<file path="config.mk">
export PLATFORM = sky130hd
export DESIGN_NAME = execute_stage
export DESIGN_NICKNAME = d
export VERILOG_FILES = /design/src/hdl/execute_stage.sv
export VERILOG_INCLUDE_DIRS = /design/src /design/src/hdl
export SDC_FILE = /design/constraint.sdc
export NUM_CORES = 1
export LEC_CHECK = 0
export BUFFER_PORTS_ARGS = -buffer_cell sky130_fd_sc_hd__buf_4
export CAP_MARGIN = 20
export CORE_MARGIN = 2
export CORE_UTILIZATION = 63
export CTS_CLUSTER_SIZE = 40
export DETAILED_ROUTE_END_ITERATION = 16
export PLACE_DENSITY_LB_ADDON = 0.3
export SYNTH_ARGS = -nofsm -noshare
export SYNTH_HDL_FRONTEND = slang
export SYNTH_SLANG_ARGS = --single-unit
</file>
<file path="constraint.sdc">
create_clock -name i_clk -period 9.1 [get_ports i_clk]
set_clock_uncertainty 0.1 [all_clocks]
set_input_delay 0.455 -clock i_clk [delete_from_list [all_inputs] [get_ports i_clk]]
set_output_delay 0.455 -clock i_clk [all_outputs]
set_load 0.01 [all_outputs]
</file>
<file path="src/hdl/mips_defines.svh">
`ifndef MIPS_DEFINES_SVH
`define MIPS_DEFINES_SVH

`define REG_W     32            // Data and instruction word
`define RADDR_W   5             // Register index
`define IMEM_AW   9             // Instruction memory word index

`define OP_RTYPE  6'h00
`define OP_ADDIU  6'h09
`define OP_ANDI   6'h0c
`define OP_ORI    6'h0d
`define OP_LUI    6'h0f
`define OP_HALT   6'h3f         // Stops fetch and raises o_halt

`define FN_ADDU   6'h21
`define FN_SUBU   6'h23
`define FN_AND    6'h24
`define FN_OR     6'h25
`define FN_XOR    6'h26
`define FN_SLT    6'h2a

`define ALU_W     3
`define ALU_ADD   3'd0
`define ALU_SUB   3'd1
`define ALU_AND   3'd2
`define ALU_OR    3'd3
`define ALU_XOR   3'd4
`define ALU_SLT   3'd5
`define ALU_LUI   3'd6

`endif
</file>
<file path="src/hdl/execute_stage.sv">
`timescale 1ns/1ns
`default_nettype none

`include "mips_defines.svh"

module execute_stage (
    input  wire logic                 i_clk,
    input  wire logic                 i_rst_n,
    input  wire logic                 i_dunit_clk_en,
    input  wire logic [`REG_W-1:0]    i_op_a,       // From ID/EX
    input  wire logic [`REG_W-1:0]    i_op_b,
    input  wire logic [`ALU_W-1:0]    i_alu_sel,
    input  wire logic [`RADDR_W-1:0]  i_dest,
    input  wire logic                 i_wr_en,
    input  wire logic                 i_is_halt,
    output logic                      o_wb_en,      // To the register file
    output logic      [`RADDR_W-1:0]  o_wb_addr,
    output logic      [`REG_W-1:0]    o_wb_data,
    output logic                      o_halt
);

    logic [`REG_W-1:0] alu_res;
    logic              slt_bit;
    logic              halt_q;      // Holds HALT once it has passed

    // --------------------------------------------------
    // ALU
    // --------------------------------------------------
    assign slt_bit = $signed(i_op_a) < $signed(i_op_b);    // Signed compare

    always_comb begin
        case (i_alu_sel)
            `ALU_ADD: alu_res = i_op_a + i_op_b;
            `ALU_SUB: alu_res = i_op_a - i_op_b;
            `ALU_AND: alu_res = i_op_a & i_op_b;
            `ALU_OR:  alu_res = i_op_a | i_op_b;
            `ALU_XOR: alu_res = i_op_a ^ i_op_b;
            `ALU_SLT: alu_res = {{(`REG_W-1){1'b0}}, slt_bit};
            `ALU_LUI: alu_res = i_op_b << 16;           // Immediate into upper half
            default:  alu_res = '0;
        endcase
    end

    // Write-back lands on the next enabled edge
    assign o_wb_en   = i_wr_en && i_dunit_clk_en;
    assign o_wb_addr = i_dest;
    assign o_wb_data = alu_res;

    // --------------------------------------------------
    // Halt flag
    // --------------------------------------------------
    always_ff @(posedge i_clk or negedge i_rst_n) begin
        if (!i_rst_n) begin
            halt_q <= 1'b0;
        end else if (i_dunit_clk_en && i_is_halt) begin
            halt_q <= 1'b1;                 // Sticky until reset
        end
    end

    assign o_halt = halt_q || i_is_halt;    // Up as soon as ID/EX takes HALT

    a_halt_sticky : assert property (
        @(posedge i_clk) disable iff (!i_rst_n)
        o_halt |=> o_halt
    ) else $error("o_halt dropped without reset");

endmodule

`default_nettype wire

</file>
==> metrics.txt, run 1 <==
final wirelength 21100 microns; area occupied by multi-input gates 4920 sq um; vias in the first global route 6647; yosys warns 0; Biggest register halt_q; r2r endpoint halt_q; dpl ws 4.82 ns; Worst slew margin 0.297; Synth Area per Inst 6.59 sq um; Cells after DPL 1020; post-layout min period 4.45 ns; status complete, no violations; Yosys cell types 79; Worst Setup Path Type primary input to output pin; Chip Height 99.1 microns; Worst EP arrival 3.90 ns; leading cell types by count after synthesis inv_1, ha_1, a21oi_1, nor2_1, nand2_1; setup ws final 4.65 ns; register area 25.0 sq um; Hold Buf Count CTS 0; Peak VDD IR 45.9 uV; wire per inst 20.7 microns; gpl congestion 1.05; post-synthesis sequential area ratio 0.00440; area grow syn2layout 10.2%; fmax 225 MHz; largest net degree at the start of global routing 64; max reg flops 1; Die Width 99.1 microns; number of enable flip-flop cells after synthesis 0; initial detailed-routing violation count 713; Final Cycle Share 0.489; GRT Total Usage 0.409; clk_lat worst skew 0 ns; Max Cap Violations 0; first-pass GRT wire length 33200 microns; crit end category output pin; drt drc 0; ys async rst share 1.00; Leak 3.04 nW; Core ar. 8720 sq um; most common cell in the netlist inv_1; initial antenna violation count 0; I/O Pins 116; area leader, netlist ha_1; synthesized instance count 864; Reg clk slew, reported paths 0 ns; full die area 9810 sq um; pwr dens 69.8 nW/um^2; starting density of the core 0.653; post-route cell area 6270 sq um; Synth top area share 0.211; Hold/Removal Path Class primary input to asynchronous set/reset pin; Area contributors post-synth ha_1, a21oi_1, inv_1; 1st-pass router iterations 6; worst r2r path cells 1; Synth Register Bits 1; Clk network pwr share 0; layout cells sized above 1 0.141; Sw Pwr 0.262 mW; Sw Share 0.600; Flop pwr share 0.010; # fillers 770; crit-path max FO 11; setup TNS 0 ns; predominant post-synthesis flop cell dfrtp_1; largest registers halt_q x1; vias 7085; Worst Tran Pin Value 1.05 ns; ANT nets after route 0; Final Setup Violations 0; Cell Count, Final, Fillers Out 1020; # Post-CTS Setup Buffers 0; Cell Area, Placed 6270 sq um; Comb pwr share 0.990; internal power 0.175 mW; # diodes 0; Final Hold Fails 0; Hold WS 0.131 ns; Reg-to-Reg Start halt_q; Max Slew Vio Count 0; number of core rows 34; Vias per Instance 6.95; r2r setup slk 8.38 ns; post-cts sizing count 0; worst endpoint required time 8.55 ns; syn nets 1039; dpl hpwl 16000 microns; total grt overflow 0; buffers added on ports 105; RSZ-0062 raised after global routing false; kind of start point of the critical path primary input; Syn Std Cell Area 5690 sq um; layout net count 1089
-- cell families (layout without fill, tap and decap cells) --
kind of cell / after synthesis / after routing / synth area share
simple gates: 252 / 252 / 0.212
buf+inv: 163 / 211 / 0.132
mux: 17 / 17 / 0.0301
compound gates: 314 / 314 / 0.374
flops: 1 / 1 / 0.00440
xor+xnor: 19 / 19 / 0.0292
fa+ha+maj: 98 / 98 / 0.218
-- final cells by class --
class / instances / area share
multi-input cells: 700 / 0.784
repair buffers: 107 / 0.128
inverters: 104 / 0.0623
well taps: 108 / 0.0216
flip-flops and latches: 1 / 0.00399
-- layer usage --
metal / vias up / routed length (microns) / GRT usage / share of wire
met5: - / 0 / 0 / 0
met4: 0 / 1430 / 0.217 / 0.068
met3: 130 / 2140 / 0.0468 / 0.10
met2: 511 / 9490 / 0.694 / 0.45
met1: 3242 / 8020 / 0.504 / 0.38
li1: 3202 / - / - / -
-- worst max-delay path, cell delays in order --
cell	delay, ns
buf_4	0.12
inv_1	0.06
ha_1	0.49
inv_1	0.15
a2111oi_0	0.61
a21oi_1	0.21
o21ai_2	0.29
o21ai_1	0.20
a311oi_1	0.61
nor3_1	0.09
a211o_1	0.25
o21a_1	0.19
buf_4	0.15
-- cells in the final DEF (no fill, tap or decap), drive strengths merged, types with 16 or more instances in the layout --
cell    instances
buf           107
inv           104
ha             96
nor2           82
a21oi          82
nand2          67
o21ai          64
o22ai          22
nor3           20
o21bai         19
xnor2          17
mux2i          16
a21o           16
-- how the worst max path moves through the flow --
stage | start | endpoint | slack (ns) | depth (start not counted)
finish | i_op_b[7] | o_wb_data[28] | 4.65 | 13
global route | i_op_b[7] | o_wb_data[28] | 4.49 | 13
CTS | i_op_b[7] | o_wb_data[28] | 4.82 | 13
detailed placement | i_op_b[7] | o_wb_data[28] | 4.82 | 13
global placement | i_op_b[7] | o_wb_data[28] | 4.94 | 13
floorplan | i_op_a[6] | o_wb_data[31] | 5.54 | 12
-- power groups by stage --
stage / sequential (mW) / clock (mW) / combinational, mW
floorplan: 0.00453 / 0 / 0.290
global placement: 0.00453 / 0 / 0.406
detailed placement: 0.00453 / 0 / 0.415
CTS: 0.00453 / 0 / 0.418
global route: 0.00453 / 0 / 0.464
finish: 0.00453 / 0 / 0.433
-- metrics by stage --
| step | util | power, mW |
|---|---|---|
| final | 0.719 | 0.437 |
| after global routing | 0.719 | 0.468 |
| after CTS | 0.719 | 0.422 |
| after detailed placement | 0.719 | 0.419 |
| after global placement | 0.719 | 0.411 |
| after floorplan | - | 0.295 |
(Power assumes the default switching activity.)
==> run 2: changes to the inputs <==
--- a/config.mk
+++ b/config.mk
@@ -9,7 +9,7 @@
 export BUFFER_PORTS_ARGS = -buffer_cell sky130_fd_sc_hd__buf_4
 export CAP_MARGIN = 20
 export CORE_MARGIN = 2
-export CORE_UTILIZATION = 63
+export CORE_UTILIZATION = 53
 export CTS_CLUSTER_SIZE = 40
 export DETAILED_ROUTE_END_ITERATION = 16
 export PLACE_DENSITY_LB_ADDON = 0.3
==> constraint.sdc (replaced) <==
create_clock -name i_clk -period 3.9 [get_ports i_clk]
set_clock_uncertainty 0.1 [all_clocks]
set_input_delay 0.195 -clock i_clk [delete_from_list [all_inputs] [get_ports i_clk]]
set_output_delay 0.195 -clock i_clk [all_outputs]
set_load 0.01 [all_outputs]
==> metrics.txt, run 2 (synthesized netlist as in run 1, its figures left out) <==
crit-path max FO 4 (-7); Hold/Removal Path Class primary input to output pin; CP bufs+invs 3 (-1); # Post-CTS Setup Buffers 0 (unchanged); Die Width 108 microns (+8.7%); Core ar. 10400 sq um (+19%); full die area 11600 sq um (+18%); fmax 262 MHz; number of core rows 37 (+8.8%); largest net degree at the start of global routing 60 (-6.3%); Final Setup Violations 0 (unchanged); worst endpoint required time 3.61 ns (-4.94 ns); Tot Pwr 1.03 mW (+130%); layout net count 1116 (+2.5%); setup TNS 0 ns (unchanged); Worst slew margin 0.510 (+0.213); r2r setup slk 3.18 ns (-5.20 ns); Worst Setup Path Type primary input to output pin; Biggest register halt_q; layout cells sized above 1 0.166 (+0.0247); final wirelength 19700 microns (-6.4%); drt drc 0 (unchanged); Peak VDD IR 107 uV (+130%); area grow syn2layout 14.5%; vias 6818 (-3.8%); clk_lat worst skew 0 ns (unchanged); Cells after DPL 1074 (+5.3%); dpl ws 0.203 ns (-4.62 ns); initial antenna violation count 0 (unchanged); Hold WS 0.290 ns (+0.159 ns); fin util 0.628 (-0.0906); Worst EP arrival 3.52 ns (-0.38 ns); Final Cycle Share 0.978; post-layout min period 3.81 ns; Vias per Instance 6.34 (-8.7%); Cell Count, Final, Fillers Out 1075 (+5.4%); Max Cap Violations 0 (unchanged); crit end category output pin; largest registers halt_q x1; Worst path max stage delay 0.46 ns (-0.15 ns); RSZ-0062 raised after global routing false; Leak 3.17 nW (+4.3%); most frequent cells in the layout buf_4, inv_1, ha_1; # diodes 0 (unchanged); buffers added on ports 105 (unchanged); Worst Tran Pin Value 0.728 ns (-0.324 ns); max reg flops 1 (unchanged); worst r2r path cells 1 (unchanged); wire per inst 18.4 microns (-11%); end of the worst hold path o_wb_addr[0]; Hold Crit Start i_dest[0]; vias in the first global route 6286 (-5.4%); Cell Area, Placed 6500 sq um (+3.7%); GRT Total Usage 0.333 (-0.0755); setup ws final 0.0855 ns (-4.56 ns); Chip Height 108 microns (+8.7%); Final Hold Fails 0 (unchanged); I/O Pins 116 (unchanged); Cell Chain, Critical Path buf_4 > inv_1 > ha_1 > fa_1 > o21bai_1 > o2111ai_1 > a21oi_1 > o21ai_2 > nor4_1 > o21ai_0 > a311oi_1 > o22ai_1 > o21ai_0 > buf_4; initial detailed-routing violation count 669 (-6.2%); Crit path max-delay family compound AO/OA/AOI/OAI gates; Max Slew Vio Count 0 (unchanged); Reg-to-Reg Start halt_q; 1st-pass router iterations 7 (+1); gpl congestion 1.05 (-0.52%); post-route cell area 6520 sq um (+3.9%); first-pass GRT wire length 31300 microns (-5.6%); critical path's slowest cell nor4_1; ANT nets after route 0 (unchanged); total grt overflow 0 (unchanged); pwr dens 158 nW/um^2 (+130%); dpl hpwl 15600 microns (-2.5%); status complete, no violations; r2r endpoint halt_q; kind of start point of the critical path primary input; starting density of the core 0.549 (-0.104); most common cell after layout, fill and taps aside buf_4; WHS Path Cells 0
## run 2: cell types whose count changed in the layout (fill, tap and decap cells not counted), sizes merged
| cell | change |
|---|---|
| buf | +26 |
| dlygate4sd3 | +1 |
## run 2: metal layers
metal  share of wire  GRT usage  vias to the layer above
li1                -          -                     3257
met1            0.40      0.446                     3062
met2            0.45      0.547                      433
met3            0.11     0.0393                       66
met4           0.040      0.121                        0
met5               0          0                        -
## run 2: final cells by class
type	count	area [sq um]
multi-input combinational	700	4920
fill	1025	3850
timing repair buffer	134	1010
inverter	104	390
tap	136	170
sequential	1	25.0
## run 2: report_power, final
| group | leakage [nW] | switching (mW) | internal, mW |
|---|---|---|---|
| registers | 0.00875 | 0.00000000953 | 0.0106 |
| clock network | 0 | 0 | 0 |
| logic | 3.17 | 0.595 | 0.422 |
## run 2: worst max-delay path by stage
stage | startpoint | slack, ns | endpoint | cells after the start
final | i_op_a[0] | 0.09 | o_wb_data[30] | 14
after global routing | i_op_a[0] | 0.02 | o_wb_data[30] | 14
after detailed placement | i_op_b[0] | 0.20 | o_wb_data[26] | 14
after CTS | i_op_b[0] | 0.17 | o_wb_data[26] | 14
after floorplan | i_op_a[6] | 0.86 | o_wb_data[31] | 12
after global placement | i_op_a[0] | 0.25 | o_wb_data[30] | 14
## run 2: what timing repair did
| action | CTS | global route |
|---|---|---|
| endpoints found under the setup margin | 0 | 2 |
| hold endpoints to repair | 1 | 0 |
| hold buffers | 1 | 0 |
| gates resized for setup | 0 | 2 |
