File: config.mk
export PLATFORM = sky130hd
export DESIGN_NAME = decode_stage
export DESIGN_NICKNAME = d
export VERILOG_FILES = /design/src/hdl/mips_pkg.sv /design/src/hdl/decode_stage.sv /design/src/hdl/register_file.sv
export VERILOG_INCLUDE_DIRS = /design/src /design/src/hdl
export SDC_FILE = /design/constraint.sdc
export NUM_CORES = 2
export LEC_CHECK = 0
export BUFFER_PORTS_ARGS = -buffer_cell sky130_fd_sc_hd__buf_2
export CORE_MARGIN = 8
export CORE_UTILIZATION = 42
export DETAILED_ROUTE_END_ITERATION = 6
export GPL_ROUTABILITY_DRIVEN = 1
export SYNTH_ARGS = -nofsm -noshare
export SYNTH_HDL_FRONTEND = slang
export SYNTH_SLANG_ARGS = --single-unit
export TNS_END_PERCENT = 30
File: constraint.sdc
create_clock -name i_clk -period 3.45 [get_ports i_clk]
set_input_delay 0.1725 -clock i_clk [delete_from_list [all_inputs] [get_ports i_clk]]
set_output_delay 0.1725 -clock i_clk [all_outputs]
set_load 0.01 [all_outputs]
File: src/hdl/mips_defines.svh
`ifndef MIPS_DEFINES_SVH
`define MIPS_DEFINES_SVH

`define REG_W     32            // Data and instruction word
`define RADDR_W   5             // Register index
`define IMEM_AW   9             // Instruction memory word index

`define OP_RTYPE  6'h00
`define OP_ADDIU  6'h09
`define OP_ANDI   6'h0c
`define OP_ORI    6'h0d
`define OP_LUI    6'h0f
`define OP_HALT   6'h3f         // Stops fetch and raises o_halt

`define FN_ADDU   6'h21
`define FN_SUBU   6'h23
`define FN_AND    6'h24
`define FN_OR     6'h25
`define FN_XOR    6'h26
`define FN_SLT    6'h2a

`define ALU_W     3
`define ALU_ADD   3'd0
`define ALU_SUB   3'd1
`define ALU_AND   3'd2
`define ALU_OR    3'd3
`define ALU_XOR   3'd4
`define ALU_SLT   3'd5
`define ALU_LUI   3'd6

`endif
File: src/hdl/mips_pkg.sv
`default_nettype none

`include "mips_defines.svh"

package mips_pkg;

    // --------------------------------------------------
    // Instruction field layouts
    // --------------------------------------------------

    // R-type register to register format
    typedef struct packed {
        logic [5:0]          op;        // Always OP_RTYPE
        logic [`RADDR_W-1:0] rs;        // Operand A register
        logic [`RADDR_W-1:0] rt;        // Operand B register
        logic [`RADDR_W-1:0] rd;        // Destination
        logic [`RADDR_W-1:0] shamt;     // Shift amount
        logic [5:0]          funct;     // Selects the ALU operation
    } r_fmt_t;

    // I-type immediate format
    typedef struct packed {
        logic [5:0]          op;        // Opcode
        logic [`RADDR_W-1:0] rs;        // Operand A register
        logic [`RADDR_W-1:0] rt;        // Destination
        logic [15:0]         imm16;     // Sign or zero extended by decode
    } i_fmt_t;

    // --------------------------------------------------
    // One word seen through either layout
    // --------------------------------------------------
    typedef union packed {
        r_fmt_t r;                      // Read for opcode 0
        i_fmt_t i;                      // Read for immediate ops
    } instr_t;

endpackage

`default_nettype wire

File: src/hdl/decode_stage.sv
`timescale 1ns/1ns
`default_nettype none

`include "mips_defines.svh"

module decode_stage (
    input  wire logic                 i_clk,
    input  wire logic                 i_rst_n,
    input  wire logic                 i_dunit_clk_en,
    input  wire mips_pkg::instr_t     i_instr,      // From IF/ID
    input  wire logic                 i_valid,
    input  wire logic                 i_wb_en,      // Write-back from execute
    input  wire logic [`RADDR_W-1:0]  i_wb_addr,
    input  wire logic [`REG_W-1:0]    i_wb_data,
    input  wire logic [`RADDR_W-1:0]  i_dbg_addr,
    output logic                      o_halt_seen,  // Back to fetch
    output logic      [`REG_W-1:0]    o_op_a,       // ID/EX outputs
    output logic      [`REG_W-1:0]    o_op_b,
    output logic      [`ALU_W-1:0]    o_alu_sel,
    output logic      [`RADDR_W-1:0]  o_dest,
    output logic                      o_wr_en,
    output logic                      o_is_halt,
    output logic      [`REG_W-1:0]    o_dbg_data
);

    logic [`REG_W-1:0]   rs_data;
    logic [`REG_W-1:0]   rt_data;
    logic [`REG_W-1:0]   imm_sext;
    logic [`REG_W-1:0]   imm_zext;
    logic [`REG_W-1:0]   dec_op_b;
    logic [`ALU_W-1:0]   dec_alu_sel;
    logic [`RADDR_W-1:0] dec_dest;
    logic                dec_wr;
    logic                halt_passed;   // HALT has already left ID/EX
    logic                bubble;

    register_file u_register_file (
        .i_clk     (i_clk),
        .i_rst_n   (i_rst_n),
        .i_rs_addr (i_instr.r.rs),
        .i_rt_addr (i_instr.r.rt),
        .i_wr_en   (i_wb_en),
        .i_wr_addr (i_wb_addr),
        .i_wr_data (i_wb_data),
        .i_dbg_addr(i_dbg_addr),
        .o_rs_data (rs_data),
        .o_rt_data (rt_data),
        .o_dbg_data(o_dbg_data)
    );

    assign imm_sext    = {{(`REG_W-16){i_instr.i.imm16[15]}}, i_instr.i.imm16};
    assign imm_zext    = {{(`REG_W-16){1'b0}}, i_instr.i.imm16};
    assign o_halt_seen = i_valid && (i_instr.r.op == `OP_HALT);

    // --------------------------------------------------
    // Control decode
    // --------------------------------------------------
    always_comb begin
        dec_op_b    = rt_data;
        dec_alu_sel = `ALU_ADD;
        dec_dest    = i_instr.i.rt;             // I-type default
        dec_wr      = 1'b0;
        case (i_instr.r.op)
            `OP_RTYPE: begin
                dec_dest = i_instr.r.rd;
                dec_wr   = 1'b1;
                case (i_instr.r.funct)
                    `FN_ADDU: dec_alu_sel = `ALU_ADD;
                    `FN_SUBU: dec_alu_sel = `ALU_SUB;
                    `FN_AND:  dec_alu_sel = `ALU_AND;
                    `FN_OR:   dec_alu_sel = `ALU_OR;
                    `FN_XOR:  dec_alu_sel = `ALU_XOR;
                    `FN_SLT:  dec_alu_sel = `ALU_SLT;
                    default:  dec_wr      = 1'b0;   // Unknown funct is a no-op
                endcase
            end
            `OP_ADDIU: begin
                dec_op_b    = imm_sext;
                dec_alu_sel = `ALU_ADD;
                dec_wr      = 1'b1;
            end
            `OP_ANDI: begin
                dec_op_b    = imm_zext;
                dec_alu_sel = `ALU_AND;
                dec_wr      = 1'b1;
            end
            `OP_ORI: begin
                dec_op_b    = imm_zext;
                dec_alu_sel = `ALU_OR;
                dec_wr      = 1'b1;
            end
            `OP_LUI: begin
                dec_op_b    = imm_zext;         // Shifted up in execute
                dec_alu_sel = `ALU_LUI;
                dec_wr      = 1'b1;
            end
            default: dec_wr = 1'b0;             // HALT and unknown ops write nothing
        endcase
    end

    assign bubble = o_is_halt || halt_passed;   // Nothing follows HALT

    // --------------------------------------------------
    // ID/EX register
    // --------------------------------------------------
    always_ff @(posedge i_clk or negedge i_rst_n) begin
        if (!i_rst_n) begin
            o_wr_en     <= 1'b0;
            o_is_halt   <= 1'b0;
            halt_passed <= 1'b0;
        end else if (i_dunit_clk_en) begin
            o_wr_en     <= !bubble && i_valid && dec_wr && (dec_dest != '0);
            o_is_halt   <= !bubble && o_halt_seen;
            halt_passed <= halt_passed || o_is_halt;
        end
    end

    always_ff @(posedge i_clk) begin
        if (i_dunit_clk_en) begin
            o_op_a    <= rs_data;
            o_op_b    <= dec_op_b;
            o_alu_sel <= dec_alu_sel;
            o_dest    <= dec_dest;
        end
    end

    a_no_write_to_zero : assert property (
        @(posedge i_clk) disable iff (!i_rst_n)
        o_wr_en |-> (o_dest != '0)
    ) else $error("ID/EX write enable set for register zero");

endmodule

`default_nettype wire

File: src/hdl/register_file.sv
`timescale 1ns/1ns
`default_nettype none

`include "mips_defines.svh"

module register_file (
    input  wire logic                  i_clk,
    input  wire logic                  i_rst_n,
    input  wire logic [`RADDR_W-1:0]   i_rs_addr,
    input  wire logic [`RADDR_W-1:0]   i_rt_addr,
    input  wire logic                  i_wr_en,     // Already gated by the step enable
    input  wire logic [`RADDR_W-1:0]   i_wr_addr,
    input  wire logic [`REG_W-1:0]     i_wr_data,
    input  wire logic [`RADDR_W-1:0]   i_dbg_addr,  // Debug unit readback
    output logic      [`REG_W-1:0]     o_rs_data,
    output logic      [`REG_W-1:0]     o_rt_data,
    output logic      [`REG_W-1:0]     o_dbg_data
);

    localparam int NUM_REGS = 1 << `RADDR_W;

    logic [`REG_W-1:0] regs [NUM_REGS];
    logic              wr_live;

    assign wr_live = i_wr_en && (i_wr_addr != '0);  // $zero is never written

    // --------------------------------------------------
    // Write port
    // --------------------------------------------------
    always_ff @(posedge i_clk or negedge i_rst_n) begin
        if (!i_rst_n) begin
            for (int i = 0; i < NUM_REGS; i++) begin
                regs[i] <= '0;
            end
        end else if (wr_live) begin
            regs[i_wr_addr] <= i_wr_data;
        end
    end

    // Operand read with write-through
    // A write in flight this cycle is seen by decode at once
    function automatic logic [`REG_W-1:0] read_port(input logic [`RADDR_W-1:0] addr);
        logic [`REG_W-1:0] data;
        if (addr == '0) begin
            data = '0;
        end else if (wr_live && (addr == i_wr_addr)) begin
            data = i_wr_data;               // Bypass
        end else begin
            data = regs[addr];
        end
        return data;
    endfunction

    always_comb begin
        o_rs_data = read_port(i_rs_addr);
        o_rt_data = read_port(i_rt_addr);
    end

    assign o_dbg_data = (i_dbg_addr == '0) ? '0 : regs[i_dbg_addr];  // Stored value only

endmodule

`default_nettype wire

==> metrics <==
combinational group share of total power 0.246; WP data required about 3300 ps; H-tree depth 3; Sequential cell area 27860 um2; Reg-to-Reg Start u_register_file.regs[642]; Internal around 29 mW; max incr delay on CP approximately 760 ps; R2R Path End o_op_b[2]; post-synthesis sequential area ratio 0.4221; initial antenna violation count 23; Ports around 190; total CTS buffers about 120; CP Class reg2out; sequential share of power 0.433; crit end category primary output; P per Cell Area ~550 nW/um2; via/cell ratio slightly below 7; FF-to-FF path depth 6; Hold Fails Final Rpt 0; final wirelength 242000 um; HPWL after detailed placement between 150000 and 200000 um; Setup Buffers After CTS 0; first-pass GRT wire length 347200 um; VDD IR max roughly 0.43 mV; clock group share of total power 0.321; fraction of layout cells with a size suffix above 1 0.5565; Slew HR 0.1956; die area about 170000 um2; Syn Nets around 4400; Net Sw Frac 0.2957; WP data arrival 3150 ps; routability cong. just under 0.9; minimum clock period around 3300 ps; Fmax between 300 and 400 MHz; Syn-to-layout area delta 13.52%; TritonCTS Sinks about 1100; CTS tree yes; largest net degree at the start of global routing 97; P_leak roughly 31 nW; Tcrit/Tclk final 0.9624; worst-path cell chain mux4_2, mux4_2, mux2i_1, nor2_1, buf_2; Hold Crit Class in2async; Crit. Startpoint u_register_file.regs[10]; Rows between 100 and 150; total of max-cap violations 0; #FFs+latches synth between 1000 and 1500; later-pin clock latency in the skew report roughly 800 ps; Initial DRC Count approximately 5600; footprint of the multi-input gates around 36000 um2; via count between 40000 and 50000; clock root buffer master clkbuf_16; Critical path buffers and inverters 1; Final Power 41.22 mW; dominant synthesized flop cell dfrtp_1; final slew viol count 0; most frequent CP cell mux4_2; Die H 412.4 um; Critical-path top delay cell mux2i_1; CP max FO 4; Final #Nets 4507; drt wl/cell between 30 and 40 um; Warnings, synthesis 0; Post-Syn Area approximately 66000 um2; Starting Density 0.4225; P_sw 12.19 mW; status completed; Syn Inst Count between 4000 and 5000; fill count 13300; reg2reg setup slack 1090 ps; commonest non-fill, non-tap cell in the layout mux2_2; delay-heaviest family, CP multiplexers; Avg Inst Size Synth roughly 15 um2; share of flip-flops with an asynchronous set or reset 0.9345; final setup TNS 0 ps; worst-case clock buffer depth 3; Worst-Margin Slew between 1000 and 1500 ps; final setup fails 0; number of synthesized flops with an enable pin 72; Worst-path clk slew roughly 60 ps; input/output buffers around 190; Overflow after GRT 0; core area 156200 um2; most frequent cells in the layout mux2_2 (1064), dfrtp_1 (1027), mux4_2 (777); Cell variety after synth 67; vias in the first global route between 40000 and 50000; CP Launch Type register; Die Wd about 410 um; # DRC 0; GRT Resource Usage Total 0.2812; number of antenna-violating nets in the routed design 0; DRT Pass-1 Iters 6; Worst Clk Skew approximately 36 ps; RSZ-0062 raised after global routing no
==> how the worst max path moves through the flow <==
stage	endpoint	slack, ps	cells after the start
2_1_floorplan	o_op_a[11]	1080	8
3_3_place_gp	o_dbg_data[12]	-220	8
3_5_place_dp	o_dbg_data[12]	-230	8
4_1_cts	o_dbg_data[12]	20	8
5_1_grt	o_dbg_data[12]	70	8
6_report	o_dbg_data[10]	130	5
==> Yosys cell counts, types with 47 or more instances <==
cell	instances	share of area
mux2_2	1064	0.18
mux2i_1	229	0.035
mux4_2	777	0.27
a21oi_1	47	0.0036
a22oi_1	65	0.0074
buf_2	90	0.0068
clkbuf_1	306	0.017
dfrtp_1	1027	0.39
o21ai_0	52	0.0039
buf_1	75	0.0043
edfxtp_1	72	0.033
nor2_1	78	0.0044
nand2_1	86	0.0049
==> metrics by stage <==
| step | hold WS [ps] | area (um2) | setup slack [ps] | util | cells |
|---|---|---|---|---|---|
| floorplan | -123.1 | 66000 | 1084 | - | 4351 |
| global placement | 249.4 | 70530 | -216.1 | 0.4515 | 6331 |
| detailed placement | 252.8 | 70530 | -227.2 | 0.4515 | 6331 |
| CTS | 8.315 | 74880 | 23.84 | 0.4794 | 6590 |
| global route | 74.94 | 74900 | 69.54 | 0.4795 | 6593 |
| finish | 16.54 | 74930 | 129.9 | 0.4797 | 6605 |
==> layout make-up <==
cell class | count | area share
Antenna cell | 15 | 0.0005010
Clock buffer | 178 | 0.04657
Clock inverter | 46 | 0.006746
Inverter | 6 | 0.0003006
Multi-Input combinational cell | 2735 | 0.4833
Sequential cell | 1099 | 0.3719
Tap cell | 2058 | 0.03437
Timing Repair Buffer | 468 | 0.05631
==> per-layer routing <==
layer | global-route usage | share of wire | wire length (um) | vias to the layer above
li1 | - | - | - | 17550
met1 | 0.3936 | 0.40 | 97230 | 24710
met2 | 0.4159 | 0.44 | 106800 | 2846
met3 | 0.07857 | 0.11 | 27000 | 577
met4 | 0.1103 | 0.045 | 10890 | 8
met5 | 0 | 0.00024 | 57 | -
==> registers in the layout (all words and copies together), names as in the netlist <==
register and count:
o_alu_sel 3, o_op_a 32, halt_passed 1, o_wr_en 1, u_register_file.regs 1024, o_op_b 32
o_dest 5, o_is_halt 1
==> power groups by stage <==
stage | Combinational (mW) | Sequential (mW) | Clock (mW)
floorplan | 7.32 | 17.1 | 0
global placement | 9.91 | 17.8 | 0
detailed placement | 10.0 | 17.9 | 0
CTS | 10.1 | 17.7 | 13.4
global route | 10.7 | 18.2 | 13.9
finish | 10.1 | 17.8 | 13.2
==> worst register-to-register path, cell delays in order (launching register included) <==
cell and delay (ps):
dfrtp_1 400, mux2_2 270, o21ai_0 140, a21oi_1 80, o21ai_0 570, a21oi_1 250, or3_1 410
==> cell families (layout without fill, tap and decap cells) <==
group / count (synthesis) / in the layout / share of synthesized area
compound gates: 356 / 356 / 0.03867
simple gates: 296 / 296 / 0.02227
flops: 1099 / 1099 / 0.4221
xor+xnor: 12 / 12 / 0.001592
mux: 2071 / 2071 / 0.4816
other cells: 0 / 15 / 0
buf+inv: 517 / 698 / 0.03378
==> repair_timing <==
action,4_1_cts,5_1_grt
resized for setup,1,1
setup endpoints to repair,1,1
endpoints found under the hold margin,232,0
hold buffers,35,0
gates cloned,0,0
Power figures use the tool's default switching activity.
